$ cat config.mk
export PLATFORM = sky130hd
export DESIGN_NAME = udp_frame_tpg_top
export DESIGN_NICKNAME = d
export VERILOG_FILES = /design/src/tpg_pkg.sv /design/src/frame_monitor.sv /design/src/reset_sequencer.sv /design/src/tpg_byte_counter.sv /design/src/tpg_byte_mux.sv /design/src/tpg_frame_fsm.sv /design/src/udp_frame_tpg_top.sv
export SDC_FILE = /design/constraint.sdc
export NUM_CORES = 1
export LEC_CHECK = 0
export BUFFER_PORTS_ARGS = -buffer_cell sky130_fd_sc_hd__buf_2
export CAP_MARGIN = 20
export CORE_AREA = 8 8 118 120
export CTS_CLUSTER_SIZE = 12
export DETAILED_ROUTE_END_ITERATION = 12
export DIE_AREA = 0 0 126 128
export PLACE_DENSITY = 0.71
export SLEW_MARGIN = 20
export SYNTH_ARGS = -nofsm -noshare
export SYNTH_HDL_FRONTEND = slang
export SYNTH_SLANG_ARGS = --single-unit
$ cat constraint.sdc
create_clock -name temac_clk -period 2.8 [get_ports temac_clk]
set_input_delay 0.56 -clock temac_clk [delete_from_list [all_inputs] [get_ports temac_clk]]
set_output_delay 0.56 -clock temac_clk [all_outputs]
set_load 0.01 [all_outputs]
$ cat src/tpg_pkg.sv
package tpg_pkg;

    // ----------------------------------------
    // frame layout
    // ----------------------------------------
    localparam int unsigned HEADER_BYTES = 8;   // header0, header1, type, length
    localparam int unsigned COUNT_W      = 32;  // monitor counter width

    // ----------------------------------------
    // generator phase
    // ----------------------------------------
    typedef enum logic [2:0] {
        ST_IDLE    = 3'd0,  // waiting for ready and enable
        ST_HEADER  = 3'd1,
        ST_PAYLOAD = 3'd2,
        ST_GAP     = 3'd3,  // inter-frame gap, valid low
        ST_DONE    = 3'd4   // all frames sent, parked until reset
    } tpg_state_t;

    // ----------------------------------------
    // counter command from the FSM
    // ----------------------------------------
    typedef enum logic [1:0] {
        CNT_CLEAR      = 2'd0,  // byte index back to zero
        CNT_STEP       = 2'd1,  // next byte of the phase
        CNT_NEXT_FRAME = 2'd2   // gap closed, bump frame index
    } cnt_cmd_t;

    // one transmitted byte with its strobes
    typedef struct packed {
        logic [7:0] data;
        logic       valid;
        logic       sof;    // first beat of a frame
        logic       eof;    // last beat of a frame
    } tpg_beat_t;

endpackage

$ cat src/frame_monitor.sv
`timescale 1ns/1ps

module frame_monitor
    import tpg_pkg::*;
(
    input  logic               temac_clk,
    input  logic               key1,
    input  logic               tx_valid,
    input  logic               rx_valid,
    output logic [COUNT_W-1:0] tx_frame_count,
    output logic [COUNT_W-1:0] rx_frame_count
);

    // bit 0 is tx, bit 1 is rx
    logic [1:0]         valid_q;        // sampled strobes
    logic [1:0]         valid_d;        // previous sample
    logic [1:0]         valid_rise;
    logic [COUNT_W-1:0] frame_cnt [2];

    assign valid_rise = valid_q & ~valid_d;

    // ----------------------------------------
    // sample, then count rising edges
    // ----------------------------------------
    always_ff @(posedge temac_clk or negedge key1)
    begin
        if (!key1)
        begin
            valid_q <= '0;
            valid_d <= '0;
            for (int i = 0; i < 2; i++)
                frame_cnt[i] <= '0;
        end
        else
        begin
            valid_q <= {rx_valid, tx_valid};
            valid_d <= valid_q;
            for (int i = 0; i < 2; i++)
            begin
                if (valid_rise[i])
                    frame_cnt[i] <= frame_cnt[i] + 1'b1;    // one per frame
            end
        end
    end

    assign tx_frame_count = frame_cnt[0];
    assign rx_frame_count = frame_cnt[1];

endmodule

$ cat src/reset_sequencer.sv
`timescale 1ns/1ps

module reset_sequencer #(
    parameter logic [7:0] SOFT_RESET_CYCLES = 8'd255
)
(
    input  logic key1,
    input  logic temac_clk,
    output logic seq_ready
);

    logic [7:0] soft_reset_cnt;     // cycles left before generation may start

    // ----------------------------------------
    // countdown after key release
    // ----------------------------------------
    always_ff @(posedge temac_clk or negedge key1)
    begin
        if (!key1)
        begin
            soft_reset_cnt <= SOFT_RESET_CYCLES;
        end
        else if (soft_reset_cnt != 8'd0)
        begin
            soft_reset_cnt <= soft_reset_cnt - 8'd1;
        end
        else
        begin
            soft_reset_cnt <= soft_reset_cnt;   // hold at zero
        end
    end

    // high from the cycle the count hits zero
    assign seq_ready = (soft_reset_cnt == 8'd0);

endmodule

$ cat src/tpg_byte_counter.sv
`timescale 1ns/1ps

module tpg_byte_counter
    import tpg_pkg::*;
#(
    parameter logic [15:0] PAYLOAD_LEN = 16'd255,
    parameter logic [15:0] FRAME_NUM   = 16'd10,
    parameter logic [7:0]  IFG_CYCLES  = 8'd130
)
(
    input  logic        temac_clk,
    input  logic        key1,
    input  tpg_state_t  state,
    input  cnt_cmd_t    cnt_cmd,
    output logic [15:0] byte_index,
    output logic [15:0] frame_index,
    output logic        phase_last,
    output logic        frames_done
);

    // last index of each phase
    localparam logic [15:0] HEADER_END  = 16'(HEADER_BYTES - 1);
    localparam logic [15:0] PAYLOAD_END = PAYLOAD_LEN - 16'd1;
    localparam logic [15:0] GAP_END     = {8'd0, IFG_CYCLES} - 16'd1;

    always_ff @(posedge temac_clk or negedge key1)
    begin
        if (!key1)
        begin
            byte_index  <= '0;
            frame_index <= '0;
        end
        else
        begin
            case (cnt_cmd)
                CNT_CLEAR:
                begin
                    byte_index <= '0;
                    if (state == ST_IDLE)
                        frame_index <= '0;  // fresh run starts at frame 0
                end
                CNT_STEP:
                    byte_index <= byte_index + 16'd1;
                CNT_NEXT_FRAME:
                begin
                    byte_index  <= '0;
                    frame_index <= frame_index + 16'd1;
                end
                default:
                    byte_index <= byte_index;
            endcase
        end
    end

    always_comb
    begin
        case (state)
            ST_HEADER:  phase_last = (byte_index == HEADER_END);
            ST_PAYLOAD: phase_last = (byte_index == PAYLOAD_END);
            ST_GAP:     phase_last = (byte_index == GAP_END);
            default:    phase_last = 1'b0;
        endcase
    end

    // frame count reaches FRAME_NUM once the running gap closes
    assign frames_done = ((frame_index + 16'd1) == FRAME_NUM);

endmodule

$ cat src/tpg_byte_mux.sv
`timescale 1ns/1ps

module tpg_byte_mux
    import tpg_pkg::*;
#(
    parameter logic [15:0] HEADER0     = 16'haabb,
    parameter logic [15:0] HEADER1     = 16'hccdd,
    parameter logic [15:0] FRAME_TYPE  = 16'ha8b8,
    parameter logic [15:0] PAYLOAD_LEN = 16'd255
)
(
    input  logic        temac_clk,
    input  logic        key1,
    input  tpg_state_t  state,
    input  logic [15:0] byte_index,
    input  logic [15:0] frame_index,
    output tpg_beat_t   tx_beat
);

    localparam logic [15:0] FRAME_LEN = PAYLOAD_LEN + 16'(HEADER_BYTES);   // length field

    tpg_beat_t  beat_next;
    logic [7:0] header_byte;

    // ----------------------------------------
    // header byte, msb of each field first
    // ----------------------------------------
    always_comb
    begin
        case (byte_index[2:0])
            3'd0:    header_byte = HEADER0[15:8];
            3'd1:    header_byte = HEADER0[7:0];
            3'd2:    header_byte = HEADER1[15:8];
            3'd3:    header_byte = HEADER1[7:0];
            3'd4:    header_byte = FRAME_TYPE[15:8];
            3'd5:    header_byte = FRAME_TYPE[7:0];
            3'd6:    header_byte = FRAME_LEN[15:8];
            default: header_byte = FRAME_LEN[7:0];
        endcase
    end

    always_comb
    begin
        beat_next       = '0;   // gap, idle and done send nothing
        if (state == ST_HEADER)
        begin
            beat_next.data  = header_byte;
            beat_next.valid = 1'b1;
            beat_next.sof   = (byte_index == 16'd0);
        end
        else if (state == ST_PAYLOAD)
        begin
            beat_next.data  = frame_index[7:0] + byte_index[7:0];  // counting pattern
            beat_next.valid = 1'b1;
            beat_next.eof   = (byte_index == PAYLOAD_LEN - 16'd1);
        end
    end

    // one cycle behind the state
    always_ff @(posedge temac_clk or negedge key1)
    begin
        if (!key1)
            tx_beat <= '0;
        else
            tx_beat <= beat_next;
    end

endmodule

$ cat src/tpg_frame_fsm.sv
`timescale 1ns/1ps

module tpg_frame_fsm
    import tpg_pkg::*;
(
    input  logic       temac_clk,
    input  logic       key1,
    input  logic       seq_ready,
    input  logic       tpg_enable,
    input  logic       phase_last,     // counter at end of current phase
    input  logic       frames_done,    // this gap closes the last frame
    output tpg_state_t state,
    output cnt_cmd_t   cnt_cmd,
    output logic       tpg_done
);

    tpg_state_t state_next;

    // ----------------------------------------
    // state register
    // ----------------------------------------
    always_ff @(posedge temac_clk or negedge key1)
    begin
        if (!key1)
            state <= ST_IDLE;
        else
            state <= state_next;
    end

    // ----------------------------------------
    // next state and counter command
    // ----------------------------------------
    always_comb
    begin
        state_next = state;
        cnt_cmd    = CNT_STEP;
        case (state)
            ST_IDLE:
            begin
                cnt_cmd = CNT_CLEAR;
                if (seq_ready && tpg_enable)    // enable only looked at here
                    state_next = ST_HEADER;
            end
            ST_HEADER:
            begin
                if (phase_last)
                begin
                    cnt_cmd    = CNT_CLEAR;
                    state_next = ST_PAYLOAD;
                end
            end
            ST_PAYLOAD:
            begin
                if (phase_last)
                begin
                    cnt_cmd    = CNT_CLEAR;
                    state_next = ST_GAP;
                end
            end
            ST_GAP:
            begin
                if (phase_last)
                begin
                    cnt_cmd    = CNT_NEXT_FRAME;
                    state_next = frames_done ? ST_DONE : ST_HEADER;
                end
            end
            ST_DONE:
            begin
                cnt_cmd = CNT_CLEAR;    // parked, only reset leaves
            end
            default:
            begin
                cnt_cmd    = CNT_CLEAR;
                state_next = ST_IDLE;
            end
        endcase
    end

    assign tpg_done = (state == ST_DONE);

endmodule

$ cat src/udp_frame_tpg_top.sv
`timescale 1ns/1ps

module udp_frame_tpg_top
    import tpg_pkg::*;
#(
    parameter logic [15:0] HEADER0           = 16'haabb,
    parameter logic [15:0] HEADER1           = 16'hccdd,
    parameter logic [15:0] FRAME_TYPE        = 16'ha8b8,
    parameter logic [15:0] PAYLOAD_LEN       = 16'd255,
    parameter logic [15:0] FRAME_NUM         = 16'd10,
    parameter logic [7:0]  IFG_CYCLES        = 8'd130,
    parameter logic [7:0]  SOFT_RESET_CYCLES = 8'd255
)
(
    input  logic               temac_clk,
    input  logic               key1,
    input  logic               tpg_enable,
    input  logic               rx_valid,
    output tpg_beat_t          tx_beat,
    output logic               tpg_done,
    output logic [COUNT_W-1:0] tx_frame_count,
    output logic [COUNT_W-1:0] rx_frame_count
);

    logic        seq_ready;
    tpg_state_t  state;
    cnt_cmd_t    cnt_cmd;
    logic        phase_last;
    logic        frames_done;
    logic [15:0] byte_index;
    logic [15:0] frame_index;

    // ----------------------------------------
    // frame generator
    // ----------------------------------------
    reset_sequencer #(
        .SOFT_RESET_CYCLES (SOFT_RESET_CYCLES)
    ) u_reset_sequencer (
        .key1       (key1),
        .temac_clk  (temac_clk),
        .seq_ready  (seq_ready)
    );

    tpg_frame_fsm u_frame_fsm (
        .temac_clk   (temac_clk),
        .key1        (key1),
        .seq_ready   (seq_ready),
        .tpg_enable  (tpg_enable),
        .phase_last  (phase_last),
        .frames_done (frames_done),
        .state       (state),
        .cnt_cmd     (cnt_cmd),
        .tpg_done    (tpg_done)
    );

    tpg_byte_counter #(
        .PAYLOAD_LEN (PAYLOAD_LEN),
        .FRAME_NUM   (FRAME_NUM),
        .IFG_CYCLES  (IFG_CYCLES)
    ) u_byte_counter (
        .temac_clk   (temac_clk),
        .key1        (key1),
        .state       (state),
        .cnt_cmd     (cnt_cmd),
        .byte_index  (byte_index),
        .frame_index (frame_index),
        .phase_last  (phase_last),
        .frames_done (frames_done)
    );

    tpg_byte_mux #(
        .HEADER0     (HEADER0),
        .HEADER1     (HEADER1),
        .FRAME_TYPE  (FRAME_TYPE),
        .PAYLOAD_LEN (PAYLOAD_LEN)
    ) u_byte_mux (
        .temac_clk   (temac_clk),
        .key1        (key1),
        .state       (state),
        .byte_index  (byte_index),
        .frame_index (frame_index),
        .tx_beat     (tx_beat)
    );

    // debug counters on both directions
    frame_monitor u_frame_monitor (
        .temac_clk      (temac_clk),
        .key1           (key1),
        .tx_valid       (tx_beat.valid),
        .rx_valid       (rx_valid),
        .tx_frame_count (tx_frame_count),
        .rx_frame_count (rx_frame_count)
    );

endmodule

==> flow_metrics.tcl, run 1 <==
set metrics [dict create \
    hold_viol 0 \
    cts.clk_slew.worst_paths_ns 0.06 \
    clk_latency_ns 0.41 \
    finClkSkew_ns 0.0106 \
    synth_warnings 0 \
    worst_hold_path_type "in2async" \
    ctsHtreeMaxLevel 4 \
    synth_mux_area_share_pct 1.70 \
    drive_gt1_share_pct 20.4 \
    outcome "complete, no violations" \
    antenna_found_initial 0 \
    final_nets 689 \
    post-cts-setup-buffers 0 \
    r2r_start "u_byte_counter.frame_index[1]" \
    r2r_setup_slack_ns 0.23 \
    endpoint "u_frame_fsm.state[0]" \
    yosys.area.top_type_share_pct 47.4 \
    pwr-share-comb_pct 19.9 \
    setup_viol 0 \
    drtAntennaViolNets 0 \
    synthDistinctLibCells 60 \
    synth_edf_count 0 \
    clkPwrFrac_pct 39.1 \
    initial_core_util_pct 49.3 \
    drv_cap 0 \
    ys.flop_type "dfrtp_1" \
    die_area_mm2 0.0161 \
    worst_pin_slew_ns 0.671 \
    endpoint_kind "register" \
    switching_power_mw 1.77 \
    synth_simple_gate_area_share_pct 20.8 \
    die_x_um 126 \
    pwr-share-seq_pct 41.0 \
    num_vias 4538 \
    start_kind "register" \
    grt_start_max_net_pins 66 \
    slew_viol_final 0 \
    critPathKind "reg2reg" \
    synth.area.top_cells "dfrtp_1 (47%), xnor2_1 (8.7%), xor2_1 (4.7%), nand2_1 (3.9%), ha_1 (3.5%)" \
    crit_fanout 8 \
    async_flop_share_pct 100 \
    numPortBuffers 79 \
    cp.buffers_inverters 0 \
    cp_top_family "simple AND/OR/NAND/NOR gates" \
    path_depth 7 \
    synth_top_family_by_area "simple AND/OR/NAND/NOR gates" \
    powerDensity_mw_per_mm2 774 \
    required_ns 3.09 \
    cts_resized 0 \
    fmax_ghz 0.389 \
    dpl_cell_area_mm2 0.00656 \
    yosysTopAreaCell "dfrtp_1" \
    wire_per_inst_um 15.5 \
    ctsHoldBuffers 0 \
    firstDrtPassIters 4 \
    drt-vias-per-instance 5.47 \
    clk_path_buf_depth 2 \
    synthAdderAreaFrac_pct 3.87 \
    gp_congestion 0.875 \
    cts_sinks 122 \
    ir_drop_mv 0.401 \
    ys_seq_area_share_pct 50.9 \
    clockRootBuffer "clkbuf_16" \
    synth_compound_area_share_pct 6.94 \
    rsz0062_at_grt "no" \
    slew_headroom_pct 55.1 \
    die_height_um 128 \
    syn-cell-area_mm2 0.00602 \
    p_sw_share_pct 31.9 \
    grt_pass1_wl_um 22100 \
    overflow 0 \
    power_leakage_nw 3.43 \
    worst_ep_arrival_time_ns 2.86 \
    cp_slowest_cell "or4_1" \
    ff2ff_path_depth 7 \
    syn_to_final_growth_pct 19.0 \
    cts_tree "done" \
    diodes 0 \
    syn_avg_cell_area_um2 10.4 \
    ys_seq_elements 122 \
    grt_pass1_vias 4502 \
    synth_cells 581 \
    syn_nets 603 \
    grt_usage_pct 16.8 \
    drcViolationCount 0 \
    p_int_mw 3.77 \
    period_share_pct 91.7 \
    cp_cell_sequence "ha_1 -> nand4_2 -> nor3_2 -> and3_1 -> o211ai_1 -> or4_1 -> a22o_1" \
    fin_area_mm2 0.00716 \
    cts_buffers 17 \
    hpwlAfterDp_um 9190 \
    dr.first_iter.drc_count 387 \
    synthXorXnorAreaFrac_pct 13.4 \
    coreArea_mm2 0.0122 \
    cp-startpoint "u_byte_counter.frame_index[1]" \
    fin_crit_ns 2.57 \
    nFillCells 1016 \
    tns_ns 0 \
    critPathMaxStageDelay_ns 0.55 \
    ioPinCount 80 \
    drt-total-wl_um 12900 \
    reg2reg_to "u_frame_fsm.state[0]" \
    core.rowCount 41 \
]
[registers in the layout (all words and copies together) (netlist names)]
name,cells
u_frame_monitor.rx_frame_count,32
u_byte_counter.frame_index,16
u_frame_fsm.state,3
u_reset_sequencer.soft_reset_cnt,8
u_byte_counter.byte_index,16
u_frame_monitor.valid_q,2
u_frame_monitor.tx_frame_count,32
u_frame_monitor.valid_d,2
u_byte_mux.tx_beat,11
[routing by layer]
layer / global-route usage [%] / routed length, um / part of all wire [%]
met4: 5.38 / 127 / 0.99
met5: 0 / 0 / 0
met3: 5.12 / 758 / 5.9
met1: 21.6 / 5980 / 46
met2: 26.5 / 6020 / 47
[cell type report]
| cell class | count | area [um2] | share of cell area (%) |
|---|---|---|---|
| multi-input cells | 427 | 2820 | 39.3 |
| well taps | 150 | 188 | 2.62 |
| clock buffers | 18 | 429 | 5.99 |
| flip-flops and latches | 122 | 3060 | 42.8 |
| repair buffers | 83 | 440 | 6.15 |
| clock inverters | 14 | 163 | 2.27 |
| inverters | 16 | 60.1 | 0.839 |
[cells in the mapped netlist, types with 5 or more instances]
cell,number
a21o_1,5
a21oi_1,8
and3_1,19
clkbuf_1,8
dfrtp_1,114
dfstp_2,8
ha_1,17
inv_1,15
mux2i_1,8
nand2_1,62
nand3_1,37
nand4_1,16
nor2_1,54
nor2b_1,6
nor3_1,14
nor4_1,7
o211ai_1,8
o21ai_0,16
o31ai_1,7
or3_1,6
xnor2_1,60
xor2_1,32
[metrics by stage]
stage,utilization [%],power [mW],hold WS (ns),worst slack [ns],std cells
2_1_floorplan,-,2.95,0.264,0.503,581
3_3_place_gp,53.8,3.34,0.355,0.311,798
3_5_place_dp,53.8,3.39,0.360,0.213,798
4_1_cts,58.6,5.57,0.112,0.180,830
5_1_grt,58.6,5.83,0.131,0.0315,830
6_report,58.6,5.54,0.0949,0.231,830
[cell families (layout without fill, tap and decap cells)]
group	after synthesis	after routing
DFF	122	122
and+or+nand+nor	246	246
AOI/OAI and AO/OA	61	61
muxes	10	10
xor gates and xnor gates	92	92
adders and majority gates	18	18
buffers and inverters	32	131
[worst register-to-register path: stages, from the launching register on]
cell	delay, ns
dfrtp_1	0.49
ha_1	0.35
nand4_2	0.25
nor3_2	0.28
and3_1	0.19
o211ai_1	0.09
or4_1	0.55
a22o_1	0.25
[placed cells by master (no fill, tap or decap), drive strengths merged, types with 4 or more instances in the layout]
cell / synthesis / layout
dfrtp: 114 / 114
buf: 8 / 83
nand2: 62 / 62
xnor2: 60 / 60
nor2: 54 / 54
nand3: 39 / 39
xor2: 32 / 32
inv: 16 / 21
and3: 19 / 19
clkbuf: 8 / 18
o21ai: 18 / 18
ha: 17 / 17
nand4: 17 / 17
nor3: 15 / 15
o211ai: 9 / 9
nor4: 9 / 9
a21oi: 8 / 8
mux2i: 8 / 8
dfstp: 8 / 8
o31ai: 8 / 8
nor2b: 6 / 6
or3: 6 / 6
a21o: 5 / 5
and4: 4 / 4
clkinvlp: 0 / 4
[power groups by stage]
stage / sequential, mW / clock [mW] / combinational [mW]
floorplan: 2.27 / 0 / 0.678
global placement: 2.28 / 0 / 1.05
detailed placement: 2.29 / 0 / 1.10
CTS: 2.27 / 2.19 / 1.11
global route: 2.30 / 2.29 / 1.24
finish: 2.27 / 2.16 / 1.10
[worst min-delay path by stage]
| stage | startpoint | endpoint | slack (ns) | cells after the start |
|---|---|---|---|---|
| after floorplan | key1 | u_byte_counter.byte_index[0] | 0.26 | 0 |
| after global placement | u_frame_monitor.valid_q[0] | u_frame_monitor.valid_d[0] | 0.35 | 0 |
| after detailed placement | u_frame_monitor.valid_q[0] | u_frame_monitor.valid_d[0] | 0.36 | 0 |
| after CTS | key1 | u_frame_monitor.tx_frame_count[20] | 0.11 | 1 |
| after global routing | key1 | u_frame_monitor.tx_frame_count[23] | 0.13 | 1 |
| final | key1 | u_frame_monitor.tx_frame_count[23] | 0.09 | 1 |
(Power assumes the default switching activity.)
==> run 2, diff against run 1 <==
ABC_AREA = 1   (was not set)
CORE_AREA = 8 8 122 124   (was 8 8 118 120)
DIE_AREA = 0 0 130 132   (was 0 0 126 128)
PLACE_DENSITY = 0.7   (was 0.71)
==> run 2 against run 1 <==
Synthesized area rose by 6.7%. Worst hold slack got worse by 0.074 ns. Die area rose by 6.4%. Critical path depth rose by 4. Worst setup slack improved by 0.37 ns. Design area rose by 6.0%. Fmax rose by 17%. Critical path type unchanged.
==> flow_metrics.tcl, run 2 <==
set metrics [dict create \
    drtAntennaViolNets 0 \
    post-cts-setup-buffers 0 \
    nFillCells 1160 \
    core.rowCount 42 \
    cts.clk_slew.worst_paths_ns 0.05 \
    wl_met2_um 6370 \
    diodes 0 \
    ff2ff_path_depth 11 \
    ys_seq_area_share_pct 47.7 \
    hpwlAfterDp_um 10400 \
    clk_path_buf_depth 2 \
    dpl_cell_area_mm2 0.00705 \
    firstDrtPassIters 5 \
    setup_viol 0 \
    fin_area_mm2 0.00759 \
    synthDistinctLibCells 40 \
    syn_nets 765 \
    drive_gt1_share_pct 18.8 \
    synth_cells 743 \
    async_flop_share_pct 100 \
    syn_avg_cell_area_um2 8.64 \
    p_int_mw 3.51 \
    grt_pass1_vias 5128 \
    finClkSkew_ns 0.00749 \
    ys_seq_elements 122 \
    clkPwrFrac_pct 39.6 \
    drt-total-wl_um 13600 \
    worst_hold_path_type "in2async" \
    ys.flop_type "dfrtp_1" \
    ioPinCount 80 \
    numPortBuffers 79 \
    cts_buffers 17 \
    yosysTopAreaCell "dfrtp_1" \
    overflow 0 \
    hold_viol 0 \
    synth_common_cells "nand2_1 (144), dfrtp_1 (114), inv_1 (109), nor2_1 (72), xor2_1 (52)" \
    drv_cap 0 \
    cts_tree "done" \
    clk_latency_ns 0.42 \
    clockRootBuffer "clkbuf_16" \
    required_ns 3.09 \
    post-route-util_pct 58.5 \
    endpoint_kind "register" \
    coreArea_mm2 0.0130 \
    initial_core_util_pct 49.5 \
    power_leakage_nw 3.88 \
    syn-cell-area_mm2 0.00642 \
    fin_crit_ns 2.20 \
    yosysMostFrequentCell "nand2_1" \
    cts_sinks 122 \
    rsz0062_at_grt "no" \
    grt_pass1_wl_um 23800 \
    critPathKind "reg2reg" \
    layout_commonest_cell "nand2_1" \
    final_cell_mix "nand2_1 (144), dfrtp_1 (114), inv_1 (109), buf_2 (78), nor2_1 (72)" \
    grt_usage_pct 17.2 \
    multiInputGateArea_mm2 0.00291 \
    ctsHtreeMaxLevel 4 \
    final_nets 862 \
    top_layer "met4" \
    grt_start_max_net_pins 54 \
    tns_ns 0 \
    ctsHoldBuffers 0 \
    die_x_um 130 \
    slew_headroom_pct 61.5 \
    dr_wl_met3_um 803 \
    die_area_mm2 0.0172 \
    outcome "complete, no violations" \
    synth_warnings 0 \
    slew_viol_final 0 \
    dr.first_iter.drc_count 319 \
    drcViolationCount 0 \
    switching_power_mw 1.50 \
    yosys.area.top_type_share_pct 44.4 \
    period_share_pct 78.5 \
    num_vias 5136 \
    gp_congestion 0.861 \
    cts_resized 0 \
    synth_edf_count 0 \
    ir_drop_mv 0.344 \
    synth.area.top_cells "dfrtp_1 (44%), nand2_1 (8.4%), xor2_1 (7.1%), inv_1 (6.4%), nor2_1 (4.2%)" \
    die_height_um 132 \
    met1Wirelength_um 6270 \
    antenna_found_initial 0 \
    pwr-share-seq_pct 42.0 \
    drt-vias-per-instance 4.99 \
    worst_ep_arrival_time_ns 2.49 \
    powerDensity_mw_per_mm2 660 \
    ff_latch_area_mm2 0.00306 \
    pwr-share-comb_pct 18.4 \
    fmax_ghz 0.455 \
    p_sw_share_pct 30.0 \
    wire_per_inst_um 13.3 \
    syn_to_final_growth_pct 18.2 \
    crit_fanout 14 \
    worst_pin_slew_ns 0.578 \
    start_kind "register" \
]
[run 2: cell count changes in the layout (fill, tap and decap cells not counted), moves of 18 or more]
cell,delta
xor2_1,+20
nand2_1,+82
inv_1,+94
nor2_1,+18
xnor2_1,-39
and3_1,-19
[run 2: layout make-up]
type	instances	share of cell area, %
clock buffer	24	6.21
clock inverter	8	0.956
inverter	113	5.59
multi-input combinational	504	38.3
sequential	122	40.3
tap	176	2.90
timing repair buffer	82	5.70
[run 2: worst paths after layout]
| path | start | end | slack, ns |
|---|---|---|---|
| setup reg to reg | u_byte_counter.byte_index[0] | u_byte_counter.frame_index[2] | 0.60 |
| setup / recovery | u_byte_counter.byte_index[0] | u_byte_counter.frame_index[2] | 0.60 |
| hold / removal | key1 | u_frame_monitor.tx_frame_count[18] | 0.02 |
| max in group asynchronous | key1 | u_reset_sequencer.soft_reset_cnt[6] | 2.06 |
| min in group temac_clk | rx_valid | u_frame_monitor.valid_q[1] | 0.28 |
| hold reg to reg | u_frame_monitor.valid_q[1] | u_frame_monitor.valid_d[1] | 0.37 |
[run 2: per-layer routing]
metal	vias up	GRT usage (%)
met2	91	26.9
met5	-	0
met1	2434	22.4
met4	0	5.29
li1	2591	-
met3	20	4.85
[run 2: per-stage QoR]
stage               setup slack, ns  instances  hold slack, ns  power (mW)
global route                  0.345       1029          0.0244        5.31
CTS                           0.605       1029          0.0122        5.08
floorplan                     0.910        743           0.264        2.73
detailed placement            0.623        997           0.361        3.06
global placement              0.715        997           0.360        3.04
finish                        0.601       1029          0.0212        5.01
[run 2: cell families after synthesis]
| group | count (synthesis) | synth area share [%] |
|---|---|---|
| buf+inv | 117 | 7.05 |
| compound gates | 61 | 5.24 |
| xor+xnor | 73 | 9.96 |
| simple gates | 352 | 26.4 |
| fa+ha+maj | 18 | 3.62 |
| flops | 122 | 47.7 |
[run 2: worst max-delay path: stages, from the launching register on]
cell     delay, ns
dfrtp_1       0.45
inv_1         0.15
ha_1          0.19
inv_1         0.06
nor2_1        0.13
nand4_1       0.18
nand2_1       0.13
nand2_2       0.17
o21ai_2       0.29
inv_1         0.15
nand2_1       0.09
o21ai_1       0.07
[run 2: power by group through the flow]
stage / logic (mW) / clock network, mW / registers [mW]
floorplan: 0.578 / 0 / 2.15
global placement: 0.909 / 0 / 2.13
detailed placement: 0.928 / 0 / 2.13
CTS: 0.938 / 2.04 / 2.11
global route: 1.07 / 2.11 / 2.13
finish: 0.922 / 1.98 / 2.11
==> run 3, diff against run 2 <==
clock period = 2.1 ns   (was 2.8 ns; I/O delays follow)
==> run 3 against run 2 <==
Power rose by 37%. Worst setup slack got worse by 0.49 ns. Combinational power is 48% higher. Sequential power grew 32%. Fmax grew 11%. Global-route usage about the same. Via count grew 0.39%. Clock power is 37% higher. Non-clock buffer count rose by 13. Worst hold slack improved by 0.097 ns. Register-to-register slack worse by 0.49 ns. Sequential cell count unchanged. Critical path type unchanged. Highest routed layer unchanged.
==> flow_metrics.tcl, run 3 (synthesis gave the netlist of run 2 again) <==
set metrics [dict create \
    outcome "complete, no violations" \
    ir_drop_mv 0.501 \
    drv_cap 0 \
    r2r_start "u_byte_counter.frame_index[0]" \
    fmax_ghz 0.504 \
    cts.clk_slew.worst_paths_ns 0.05 \
    fin_area_mm2 0.00773 \
    slew_viol_final 0 \
    powerDensity_mw_per_mm2 889 \
    grt_pass1_wl_um 23600 \
    hpwlAfterDp_um 10200 \
    cts_buffers 17 \
    worst_ep_arrival_time_ns 2.28 \
    clockRootBuffer "clkbuf_16" \
    endpoint_kind "register" \
    clkPwrFrac_pct 39.6 \
    nFillCells 1123 \
    initial_core_util_pct 49.5 \
    drt-total-wl_um 13700 \
    min_to "u_frame_monitor.valid_q[1]" \
    drive_gt1_share_pct 20.4 \
    power_leakage_nw 3.96 \
    cts_sinks 122 \
    critPathKind "reg2reg" \
    ioPinCount 80 \
    gp_congestion 0.823 \
    dr.first_iter.drc_count 328 \
    post-route-util_pct 59.6 \
    firstDrtPassIters 5 \
    start_kind "register" \
    crit_fanout 6 \
    p_int_mw 4.82 \
    drcViolationCount 0 \
    wire_per_inst_um 13.2 \
    switching_power_mw 2.05 \
    finClkSkew_ns 0.00948 \
    fin_crit_ns 1.99 \
    clk_path_buf_depth 2 \
    dpl_cell_area_mm2 0.00715 \
    hold_depth 1 \
    multiInputGateArea_mm2 0.00292 \
    num_vias 5156 \
    overflow 0 \
    diodes 0 \
    coreArea_mm2 0.0130 \
    ff_latch_area_mm2 0.00306 \
    final_cell_mix "nand2_1 (144), dfrtp_1 (113), inv_1 (109), buf_2 (78), nor2_1 (71)" \
    antenna_found_initial 0 \
    worst_pin_slew_ns 0.480 \
    core.rowCount 42 \
    grt_usage_pct 17.1 \
    hold_viol 0 \
    ctsHtreeMaxLevel 4 \
    syn_to_final_growth_pct 20.4 \
    grt_start_max_net_pins 40 \
    slew_headroom_pct 68.0 \
    reg2reg_to "u_byte_mux.tx_beat[9]" \
    required_ns 2.39 \
    drtAntennaViolNets 0 \
    numPortBuffers 79 \
    die_height_um 132 \
    r2r_setup_slack_ns 0.11 \
    die_area_mm2 0.0172 \
    holdWs_ns 0.118 \
    cts_tree "done" \
    p_sw_share_pct 29.8 \
    min_from "rx_valid" \
    die_x_um 130 \
    ff2ff_path_depth 11 \
    clk_latency_ns 0.42 \
    period_share_pct 94.5 \
    pwr-share-seq_pct 40.6 \
    setup_viol 0 \
    layout_commonest_cell "nand2_1" \
    grt_pass1_vias 4976 \
    pwr-share-comb_pct 19.8 \
    final_nets 875 \
    worst_hold_path_type "in2reg" \
    drt-vias-per-instance 4.95 \
]
==> run 3: changes by cell type in the layout (fill, tap and decap cells not counted), sizes merged <==
cell and change:
buf +12, clkbuf +1, clkinvlp -1, dlygate4sd3 +1
==> run 3: worst max-delay path by stage <==
stage / endpoint / from / cells past startpoint / slack, ns
2_1_floorplan: u_byte_mux.tx_beat[9] / u_byte_counter.byte_index[0] / 11 / 0.21
3_3_place_gp: u_byte_mux.tx_beat[9] / u_byte_counter.frame_index[0] / 11 / 0.18
3_5_place_dp: u_byte_mux.tx_beat[9] / u_byte_counter.frame_index[0] / 11 / 0.12
4_1_cts: u_byte_mux.tx_beat[9] / u_byte_counter.frame_index[0] / 11 / 0.11
5_1_grt: u_frame_fsm.state[0] / u_byte_counter.frame_index[1] / 12 / -0.008
6_report: u_byte_mux.tx_beat[9] / u_byte_counter.frame_index[0] / 11 / 0.11
==> run 3: layout make-up <==
| type | instances | area share (%) |
|---|---|---|
| clock buffer | 25 | 6.41 |
| clock inverter | 7 | 0.841 |
| inverter | 113 | 5.48 |
| multi-input combinational | 504 | 37.7 |
| sequential | 122 | 39.6 |
| tap | 176 | 2.85 |
| timing repair buffer | 95 | 7.05 |
==> run 3: worst max-delay path: stages (launching register included) <==
cell and delay, ns:
dfrtp_2 0.44, ha_1 0.23, fa_1 0.39, nand2_1 0.09, nand2_1 0.06, a21oi_2 0.13
or2_2 0.13, nand2_1 0.04, a21oi_1 0.16, nand2_1 0.07, nand2_1 0.06, o22ai_1 0.06
==> run 3: power groups by stage <==
stage | combinational [mW] | sequential, mW | clock [mW]
finish | 1.36 | 2.79 | 2.72
global route | 1.54 | 2.82 | 2.89
CTS | 1.37 | 2.79 | 2.78
detailed placement | 1.35 | 2.83 | 0
global placement | 1.33 | 2.83 | 0
floorplan | 0.771 | 2.87 | 0
==> run 3: metrics by stage <==
step / worst slack [ns] / instances / setup TNS (ns) / total power [mW]
6_report: 0.115 / 1042 / 0 / 6.87
5_1_grt: -0.00754 / 1042 / -0.00754 / 7.24
4_1_cts: 0.106 / 1042 / 0 / 6.94
3_5_place_dp: 0.115 / 1009 / 0 / 4.18
3_3_place_gp: 0.176 / 1009 / 0 / 4.16
2_1_floorplan: 0.210 / 743 / 0 / 3.64
==> run 3: metal layers <==
metal	vias to the layer above	part of all wire, %	track usage (%)
met5	-	0	0
met4	0	1.8	6.97
met3	17	5.1	4.57
met2	96	45	25.8
met1	2419	48	22.8
li1	2624	-	-
==> run 3: what timing repair did <==
item / CTS / global route
endpoints found under the hold margin: 22 / 0
setup buffers: 0 / 0
hold buffers: 1 / 0
setup endpoints to repair: 0 / 3
gates resized for setup: 0 / 4
